--- config.mk ---
export PLATFORM = sky130hd
export DESIGN_NAME = victim_cache
export DESIGN_NICKNAME = d
export VERILOG_FILES = /design/src/rtl/vc_geometry_pkg.sv /design/src/rtl/vc_bus_pkg.sv /design/src/rtl/victim_cache_control.sv /design/src/rtl/victim_cache_datapath.sv /design/src/rtl/victim_cache.sv
export SDC_FILE = /design/constraint.sdc
export NUM_CORES = 1
export LEC_CHECK = 0
export ABC_CLOCK_PERIOD_IN_PS = 24200
export BUFFER_PORTS_ARGS = -buffer_cell sky130_fd_sc_hd__buf_2
export CAP_MARGIN = 15
export CELL_PAD_IN_SITES_DETAIL_PLACEMENT = 0
export CELL_PAD_IN_SITES_GLOBAL_PLACEMENT = 1
export CORE_MARGIN = 2
export CORE_UTILIZATION = 47
export CTS_CLUSTER_DIAMETER = 100
export DETAILED_ROUTE_END_ITERATION = 8
export GPL_ROUTABILITY_DRIVEN = 0
export PLACE_DENSITY_LB_ADDON = 0.1
export SYNTH_ARGS = -nofsm -noshare
export SYNTH_HDL_FRONTEND = slang
export SYNTH_HIERARCHICAL = 1
export SYNTH_SLANG_ARGS = --single-unit
--- constraint.sdc ---
create_clock -name clk -period 24.2 [get_ports clk]
set_clock_uncertainty 0.1 [all_clocks]
set_input_delay 6.05 -clock clk [delete_from_list [all_inputs] [get_ports clk]]
set_output_delay 6.05 -clock clk [all_outputs]
set_load 0.05 [all_outputs]
--- src/rtl/vc_geometry_pkg.sv ---
package vc_geometry_pkg;

	// ############################################################
	// victim cache geometry
	// ############################################################

	// number of fully associative victim entries
	localparam int vc_entries = 4;

	// one cache line
	localparam int line_bits = 128;

	// byte address as seen by the level-one cache
	localparam int addr_bits = 32;
	localparam int offset_bits = 4;

	// the line address doubles as the tag, nothing is indexed
	localparam int tag_bits = addr_bits - offset_bits;

	typedef logic [tag_bits-1:0] line_addr_t;
	typedef logic [line_bits-1:0] line_data_t;
	typedef logic [$clog2(vc_entries)-1:0] entry_index_t;

endpackage : vc_geometry_pkg

--- src/rtl/vc_bus_pkg.sv ---
package vc_bus_pkg;

	// ############################################################
	// level-one side
	// ############################################################

	// held by the requester until resp is seen
	typedef struct packed {
		logic swap;
		logic read;
		vc_geometry_pkg::line_addr_t req_addr;
		// evicted line, only meaningful with swap
		vc_geometry_pkg::line_addr_t evict_addr;
		vc_geometry_pkg::line_data_t evict_data;
		logic evict_dirty;
	} l1_req_t;

	// data is only valid while resp is high
	typedef struct packed {
		logic resp;
		vc_geometry_pkg::line_data_t data;
	} l1_resp_t;

	// ############################################################
	// physical memory side
	// ############################################################

	// command held until pmem resp, read and write never together
	typedef struct packed {
		logic read;
		logic write;
		vc_geometry_pkg::line_addr_t addr;
		vc_geometry_pkg::line_data_t wdata;
	} pmem_req_t;

	typedef struct packed {
		logic resp;
		vc_geometry_pkg::line_data_t rdata;
	} pmem_resp_t;

endpackage : vc_bus_pkg

--- src/rtl/victim_cache_control.sv ---
`timescale 1ns/1ps

module victim_cache_control
(
	input logic clk,
	input logic reset,

	// level-one request kind
	input logic swap,
	input logic read,

	// status from the datapath
	input logic tag_match,
	input logic valid,
	input logic dirty,

	// datapath load strobes
	output logic ld_data_reg,
	output logic ld_cache,
	output logic ld_from_vic,

	// back to the level-one cache
	output logic mem_resp,

	// physical memory handshake
	input logic pmem_resp,
	output logic pmem_read,
	output logic pmem_write
);

	typedef enum logic [1:0] {
		idle_check,
		phys_mem_write,
		phys_mem_read
	} state_t;

	state_t state;
	state_t next_state;

	// requested line sits in a valid entry
	logic hit;
	// round-robin entry must go back to memory before the fill
	logic victim_dirty;

	assign hit = tag_match && valid;
	assign victim_dirty = (~tag_match) && valid && dirty;

	// ############################################################
	// outputs per state
	// ############################################################

	always_comb
	begin : state_actions
		ld_data_reg = 1'b0;
		ld_cache = 1'b0;
		ld_from_vic = 1'b0;
		mem_resp = 1'b0;
		pmem_read = 1'b0;
		pmem_write = 1'b0;

		case (state)
			idle_check:
			begin
				if (swap && hit)
				begin
					// lines trade places, answered in this cycle
					ld_from_vic = 1'b1;
					ld_cache = 1'b1;
					mem_resp = 1'b1;
				end
				else if (swap && victim_dirty)
				begin
					// park the dirty victim, then take its slot
					ld_data_reg = 1'b1;
					ld_cache = 1'b1;
				end
				else if (swap)
				begin
					// clean or empty slot is simply overwritten
					ld_cache = 1'b1;
				end
				else if (read && hit)
				begin
					// hand the line over, entry gets freed
					ld_from_vic = 1'b1;
					mem_resp = 1'b1;
				end
			end

			phys_mem_write:
			begin
				pmem_write = 1'b1;
			end

			phys_mem_read:
			begin
				pmem_read = 1'b1;
				// rdata goes straight through to the requester
				mem_resp = pmem_resp;
			end

			default:
			begin
				// nothing driven
			end
		endcase
	end

	// ############################################################
	// transitions
	// ############################################################

	always_comb
	begin : next_state_logic
		next_state = state;

		case (state)
			idle_check:
			begin
				if (swap && victim_dirty)
					next_state = phys_mem_write;
				else if (swap && !hit)
					next_state = phys_mem_read;
				else if (read && !hit)
					next_state = phys_mem_read;
			end

			phys_mem_write:
			begin
				if (pmem_resp)
					next_state = phys_mem_read;
			end

			phys_mem_read:
			begin
				if (pmem_resp)
					next_state = idle_check;
			end

			default:
			begin
				next_state = idle_check;
			end
		endcase
	end

	always_ff @(posedge clk)
	begin : next_state_assignment
		if (reset)
			state <= idle_check;
		else
			state <= next_state;
	end

endmodule : victim_cache_control

--- src/rtl/victim_cache_datapath.sv ---
`timescale 1ns/1ps

module victim_cache_datapath
(
	input logic clk,
	input logic reset,

	// level-one request, held for the whole transaction
	input vc_bus_pkg::l1_req_t l1_req,

	// strobes from the control
	input logic ld_cache,
	input logic ld_from_vic,
	input logic ld_data_reg,
	input logic pmem_read,
	input logic pmem_write,

	// status to the control
	output logic tag_match,
	output logic valid,
	output logic dirty,

	// response data to the level-one cache
	output vc_geometry_pkg::line_data_t resp_data,

	// physical memory command payload
	input vc_geometry_pkg::line_data_t pmem_rdata,
	output vc_geometry_pkg::line_addr_t pmem_addr,
	output vc_geometry_pkg::line_data_t pmem_wdata
);

	// payload of one victim entry
	typedef struct packed {
		logic dirty;
		vc_geometry_pkg::line_addr_t tag;
		vc_geometry_pkg::line_data_t data;
	} vc_entry_t;

	vc_entry_t entries [vc_geometry_pkg::vc_entries];
	logic valid_q [vc_geometry_pkg::vc_entries];

	// round-robin replacement pointer
	vc_geometry_pkg::entry_index_t ptr;
	vc_geometry_pkg::entry_index_t next_ptr;

	// write-back buffer for a displaced dirty line
	vc_geometry_pkg::line_addr_t wb_addr;
	vc_geometry_pkg::line_data_t wb_data;

	vc_geometry_pkg::entry_index_t match_idx;
	// entry the evicted line goes into
	vc_geometry_pkg::entry_index_t fill_idx;

	// ############################################################
	// lookup
	// ############################################################

	// only valid entries take part, a freed entry never matches
	always_comb
	begin : tag_compare
		tag_match = 1'b0;
		match_idx = '0;
		for (int i = 0; i < vc_geometry_pkg::vc_entries; i++)
		begin
			if (valid_q[i] && (entries[i].tag == l1_req.req_addr))
			begin
				tag_match = 1'b1;
				match_idx = vc_geometry_pkg::entry_index_t'(i);
			end
		end
	end

	// a hit reuses its own slot, a miss takes the pointer slot
	assign fill_idx = tag_match ? match_idx : ptr;

	assign valid = valid_q[fill_idx];
	assign dirty = entries[ptr].dirty;

	assign next_ptr = (ptr == vc_geometry_pkg::entry_index_t'(vc_geometry_pkg::vc_entries - 1))
		? '0 : ptr + 1'b1;

	// ############################################################
	// entry array and write-back buffer
	// ############################################################

	always_ff @(posedge clk)
	begin : payload_update
		// buffer samples the old pointer entry before it is overwritten
		if (ld_data_reg)
		begin
			wb_addr <= entries[ptr].tag;
			wb_data <= entries[ptr].data;
		end
		if (ld_cache)
		begin
			entries[fill_idx].tag <= l1_req.evict_addr;
			entries[fill_idx].data <= l1_req.evict_data;
			entries[fill_idx].dirty <= l1_req.evict_dirty;
		end
	end

	always_ff @(posedge clk)
	begin : control_update
		if (reset)
		begin
			for (int i = 0; i < vc_geometry_pkg::vc_entries; i++)
				valid_q[i] <= 1'b0;
			ptr <= '0;
		end
		else if (ld_cache)
		begin
			valid_q[fill_idx] <= 1'b1;
			// pointer only moves when a new slot was consumed
			if (!tag_match)
				ptr <= next_ptr;
		end
		else if (ld_from_vic)
		begin
			// read hit, line now lives in the level-one cache
			valid_q[match_idx] <= 1'b0;
		end
	end

	// ############################################################
	// steering
	// ############################################################

	assign pmem_addr = pmem_write ? wb_addr : l1_req.req_addr;
	assign pmem_wdata = wb_data;

	// hit data comes from the entry before the swap edge
	// data bus stays quiet outside a hit or a fill
	assign resp_data = ld_from_vic ? entries[match_idx].data
		: (pmem_read ? pmem_rdata : '0);

endmodule : victim_cache_datapath

--- src/rtl/victim_cache.sv ---
`timescale 1ns/1ps

module victim_cache
(
	input logic clk,
	input logic reset,

	// level-one port
	input vc_bus_pkg::l1_req_t l1_req,
	output vc_bus_pkg::l1_resp_t l1_resp,

	// physical memory port
	output vc_bus_pkg::pmem_req_t pmem_req,
	input vc_bus_pkg::pmem_resp_t pmem_resp
);

	// status, datapath to control
	logic tag_match;
	logic valid;
	logic dirty;

	// strobes, control to datapath
	logic ld_cache;
	logic ld_from_vic;
	logic ld_data_reg;
	logic pmem_read;
	logic pmem_write;
	logic mem_resp;

	vc_geometry_pkg::line_data_t resp_data;
	vc_geometry_pkg::line_addr_t pmem_addr;
	vc_geometry_pkg::line_data_t pmem_wdata;

	// ############################################################
	// port packing
	// ############################################################

	assign l1_resp.resp = mem_resp;
	assign l1_resp.data = resp_data;

	assign pmem_req.read = pmem_read;
	assign pmem_req.write = pmem_write;
	assign pmem_req.addr = pmem_addr;
	assign pmem_req.wdata = pmem_wdata;

	victim_cache_control control_inst
	(
		.clk (clk),
		.reset (reset),
		.swap (l1_req.swap),
		.read (l1_req.read),
		.tag_match (tag_match),
		.valid (valid),
		.dirty (dirty),
		.ld_data_reg (ld_data_reg),
		.ld_cache (ld_cache),
		.ld_from_vic (ld_from_vic),
		.mem_resp (mem_resp),
		.pmem_resp (pmem_resp.resp),
		.pmem_read (pmem_read),
		.pmem_write (pmem_write)
	);

	victim_cache_datapath datapath_inst
	(
		.clk (clk),
		.reset (reset),
		.l1_req (l1_req),
		.ld_cache (ld_cache),
		.ld_from_vic (ld_from_vic),
		.ld_data_reg (ld_data_reg),
		.pmem_read (pmem_read),
		.pmem_write (pmem_write),
		.tag_match (tag_match),
		.valid (valid),
		.dirty (dirty),
		.resp_data (resp_data),
		.pmem_rdata (pmem_resp.rdata),
		.pmem_addr (pmem_addr),
		.pmem_wdata (pmem_wdata)
	);

endmodule : victim_cache

[After elaboration in Yosys (flattened, before gate mapping)]
Memory sizes are Yosys's and may differ from the RTL's. A register that Yosys moved wholly into a read port is not among the register bits.
Cells that the tools add are included.
Cells by class
  eq/ne operators: 10
  bitwise logic cells: 1
  reductions and logical operators: 18
  mux-type cells: 51
  add/subtract/negate cells: 1
Operators by type and width (count)
  two-way mux 128 bit: 2
  == test 28 bit: 4
  two-way mux 1 bit: 33
  two-way mux 28 bit: 1
  two-way mux 2 bit: 13
  logical AND 1 bit: 12
  case mux 2 bit (3 select lines): 1
  == test 2 bit, second input constant: 2
  inequality test 2 bit, second input constant: 2
  inequality test 4 x 1 -> 1 bit, second input constant: 1
  AND reduction 3 bit: 1
  adder 2 x 1 -> 2 bit, second input constant: 1
  == test 2 x 1 -> 1 bit, second input constant: 1
  logical NOT 2 bit: 1
  case mux 1 bit (2 select lines): 1
  AND reduction 2 bit: 1
  OR reduction 1 bit: 2
  logical NOT 1 bit: 1
  inverter 1 bit: 1
Word-level totals
  RAM bits: 632
  input port bits: 318
  memories: 2
  output and inout port bits: 287
  flip-flop bits (word level): 160
  logic and storage cells: 87
Memory list
  datapath_inst.entries: words 4, width 157, rd ports 6, clocked after Yosys merged registers in 1, write ports 1, line victim_cache_datapath.sv:39  | vc_entry_t entries [vc_geometry_pkg::vc_entries];
  datapath_inst.valid_q: words 4, width 1, rd ports 5, clocked after Yosys merged registers in 0, write ports 4, line victim_cache_datapath.sv:40  | logic valid_q [vc_geometry_pkg::vc_entries];

[Longest topological paths before layout]
An unclocked memory read counts as a cell.
  word-level depth: 22
  depth in mapped cells: 16
  depth with buffers taken out: 13

[By module]
Netlist, hierarchy kept.
Modules (own cells, without submodules)
  victim_cache_datapath: area each 34742.1 um^2, cells each 2040, times used 1
  victim_cache_control: area each 153.9 um^2, cells each 16, times used 1
  victim_cache: area each 22.5 um^2, cells each 3, times used 1

[Least setup slack after synthesis]
No wires, ideal clock.
  path type: input -> register
  start point: in l1_req[180] (netlist bit)
  end point: mem datapath_inst/entries[1][0] (netlist bit) (enable)
  required time: 23.233 ns
  cell stages on the path: 8
  slack: 4.591 ns
  arrival time: 18.642 ns
  library setup time: 0.867 ns
  path through: buf_2 -> nor2b_1 -> or4_1 -> or4b_4 -> nor4_1 -> or3_1 -> nand2_1 -> nor3_1
On the way
  word-level cells in the longest chain between the ends: 16
  elaborated cells between the ends (all ways): 28
  those cells by class: eq/ne: 4; mux: 13; bitwise: 1; reduce/logical: 9; memory: 1
RTL lines
  from (decl): line victim_cache.sv:9  | input vc_bus_pkg::l1_req_t l1_req,
  == test 28 bit: line victim_cache_datapath.sv:65  | if (valid_q[i] && (entries[i].tag == l1_req.req_addr))
  logical AND 1 bit: line victim_cache_datapath.sv:65
  two-way mux 1 bit (4 in series): line victim_cache_datapath.sv:65
  two-way mux 2 bit: line victim_cache_datapath.sv:74  | assign fill_idx = tag_match ? match_idx : ptr;
  memory (4 x 1 bit)
  logical AND 1 bit (2 in series): line victim_cache_control.sv:46  | assign victim_dirty = (~tag_match) && valid && dirty;
  logical AND 1 bit: line victim_cache_control.sv:71  | else if (swap && victim_dirty)
  two-way mux 1 bit: line victim_cache_control.sv:71
  two-way mux 1 bit: line victim_cache_control.sv:64  | if (swap && hit)
  two-way mux 1 bit: line victim_cache_control.sv:61  | case (state)
  two-way mux 1 bit: line victim_cache_datapath.sv:94  | if (ld_cache)
  two-way mux 1 bit (not written as such): line victim_cache_datapath.sv:97  | entries[fill_idx].data <= l1_req.evict_data;
  to (decl): line victim_cache_datapath.sv:39
Parallel ways exist; a longest one is shown, timed or not.

==> out/summary.txt <==
RSZ-0062 raised after global routing: false
Post-synth EDFFs: 788
Clk root buf: clkbuf_16
Slew margin rel.: 23.0%
Cell internal pwr: 2.53 mW
Routed vias: 22034
Die H: 277 µm
Vias in the first global route: 22754
I/O pin cnt: 605
Sequential fraction of the synthesis area: 68.1%
Combinational share of power: 12.3%
Flops & latches, synth: 794
Fmax: 54.8 MHz
Die Footprint: 76500 µm²
Drc violations: 0
HPWL after DPL: 65.0 mm
Cell row count: 99
Layout area overhead: 19.0%
Initial antenna violation count: 44
Fill count: 5827
Switch Pwr: 850 µW
# Post-CTS Setup Buffers: 0
Cts repair resizes: 0
Leakage dissipation: 14.5 nW
Compound-Gate Fraction of Synth Area: 6.99%
Core ar.: 73200 µm²
Least-Margin Pin Slew: 1.16 ns
Worst path required time: 18.05 ns
Per-cell routed wire length: 28.5 µm
Status: complete, no violations
Buffers on Ports: 604
Ys flop type: edfxtp_1
Total GRT Usage: 26.8%
Peak VDD IR: 0.0708 mV
FFs w/ async S/R, synth: 0%
Cell variety after synth: 57
First-pass GRT wire length: 151 mm
Power per cell area: 81.4 nW/µm²
XOR/XNOR share of the synthesized area: 2.68%
Antenna-violating nets left: 0
Switching share of total power: 25.1%
Clk_lat worst skew: 0.64 ns
CTS tree: built
H-tree depth: 3
Max_cap viols: 0
Netlist Area Pre-Place: 34900 µm²
Post-Syn Nets: 2378
Clock share of power: 39.7%
Seq pwr share: 48.1%
Routed WL: 104 mm
CTS max path bufs: 3
Hold WC Path Type: reg -> reg
Cell count after synthesis: 2059
Hold Buf Count CTS: 0
Critical path endpoint category: output port
Fin crit share: 75.4%
Fin nets: 2928
Grt ovf: 0
Final Critical Period: 18.25 ns
CP Class: in -> out
Post-Layout Inst Area: 41600 µm²
Syn Area/Cell: 17.0 µm²
DR iter-0 viols: 1824
Router iterations before antenna repair: 7
Dpl cell area: 38600 µm²
Crit start category: primary input
Final setup TNS: 0 ns
Final count of hold timing violations: 0
Final setup viols: 0
Largest family of logic cells by synthesized area: multiplexers
Slew Limit Fails: 0
Hold Slack: 0.427 ns
Die Width: 277 µm
Post-Synth Simple-Gate Area: 5.00%
Worst Path Max Fanout: 67
Initial Utilization: 47.7%
Clock sink count: 794
YS warnings: 6
Largest net degree at the start of global routing: 189
Mux cell area share after synthesis: 14.6%
Clock-pin slew on the worst setup and hold paths: 0.06 ns
Num CTS Buffers: 86
Worst Path Arrival: 12.10 ns
Via/cell ratio: 6.02
Adder-cell share of the synthesized area: 0.0358%
Layout cells sized above 1: 35.7%
==> worst max-delay path, stage by stage <==
cell	delay (ns)
buf_2	0.14
nor2b_1	0.15
or4_1	0.55
or4b_4	0.56
nor4_1	0.61
or3_1	0.22
a221oi_1	0.08
nor3_1	0.38
nand2_1	0.11
nor4_2	0.20
buf_4	0.81
nand2_4	0.66
buf_4	0.51
buf_16	0.28
a211o_1	0.27
nand2_1	0.14
buf_2	0.30
==> layout make-up <==
cell class              instances  area, µm²  share of cell area [%]
diodes                         25       62.6                   0.151
flip-flops and latches        794      23800                    57.2
repair buffers                632       3300                    7.95
inverters                      11       41.3                  0.0993
clock buffers                 104       2260                    5.44
clock inverters                52        613                    1.48
multi-input cells            1084      10300                    24.8
well taps                     959       1200                    2.89
==> logic make-up (layout without fill, tap and decap cells) <==
kind of cell | count (synthesis) | in the layout
mux | 311 | 311
other cells | 0 | 25
fa+ha+maj | 1 | 1
xor+xnor | 107 | 107
buf+inv | 181 | 799
flops | 794 | 794
compound gates | 285 | 285
simple gates | 380 | 380
==> sequential cells by signal, indices dropped and copies added, names as in the netlist, named ones only <==
signal                    flops
control_inst/state            2
datapath_inst/pmem_wdata    128
datapath_inst/ptr             2
datapath_inst/entries       628
datapath_inst/wb_addr        28
datapath_inst/valid_q         4
==> synth_stat cells, drive strengths merged (2+ instances only) <==
library cell / instances / area, µm²
or4: 11 / 82.6
a21o: 2 / 15.0
xnor2: 75 / 657
or2: 2 / 12.5
nand3: 6 / 30.0
clkbuf: 135 / 507
nor3: 8 / 40.0
nor2b: 12 / 75.1
a32oi: 128 / 1120
and3: 2 / 12.5
nand2: 141 / 529
nor4: 17 / 128
mux2i: 128 / 1280
a211o: 128 / 1120
nor2: 134 / 503
or3: 3 / 18.8
o21ai: 11 / 55.1
dfxtp: 6 / 120
nor3b: 4 / 35.0
nand2b: 5 / 31.3
mux4: 157 / 3540
mux2: 26 / 293
inv: 11 / 41.3
a21oi: 3 / 15.0
and4: 2 / 17.5
nand4: 27 / 169
buf: 35 / 343
a211oi: 2 / 15.0
xor2: 32 / 280
edfxtp: 788 / 23700
==> power groups by stage <==
stage	combinational, mW	clock, mW	sequential [mW]
global route	0.437	1.42	1.63
finish	0.415	1.34	1.63
detailed placement	0.418	0	1.65
global placement	0.415	0	1.65
CTS	0.419	1.36	1.63
floorplan	0.249	0	1.69
==> through the flow <==
step	total power [mW]	instances	utilization (%)	setup slack [ns]
2_1_floorplan	1.94	2059	-	4.59
3_3_place_gp	2.07	3479	52.7	5.96
3_5_place_dp	2.07	3480	52.8	6.01
4_1_cts	3.41	3636	56.7	5.97
5_1_grt	3.48	3654	56.8	5.67
6_report	3.38	3661	56.8	5.95
==> placed cells by master, fill, tap and decap left out, types with 25 or more instances in the layout <==
master,count
edfxtp_1,788
diode_2,25
nor2_1,134
xnor2_1,75
mux4_2,157
nand4_1,27
buf_2,604
nand2_1,140
mux2_2,26
clkbuf_16,88
a211o_1,128
xor2_1,32
a32oi_1,128
mux2i_1,128
==> layer usage <==
layer | GRT usage [%] | share of wire (%)
met1 | 32.9 | 38
met2 | 45.2 | 50
met3 | 7.24 | 7.6
met5 | 0 | 0.22
met4 | 10.4 | 3.7
==> worst paths after layout <==
| check | start | to | slack, ns | depth (start not counted) |
|---|---|---|---|---|
| worst min register to register | datapath_inst/ptr[1] | flop | 0.43 | 2 |
| worst max register to register | datapath_inst/entries[1][143] | datapath_inst/pmem_wdata[97] | 17.84 | 10 |
| worst min-delay path | datapath_inst/ptr[1] | flop | 0.43 | 2 |
| worst max-delay path | l1_req[180] | l1_resp[70] | 5.95 | 17 |
(Power assumes the default switching activity.)
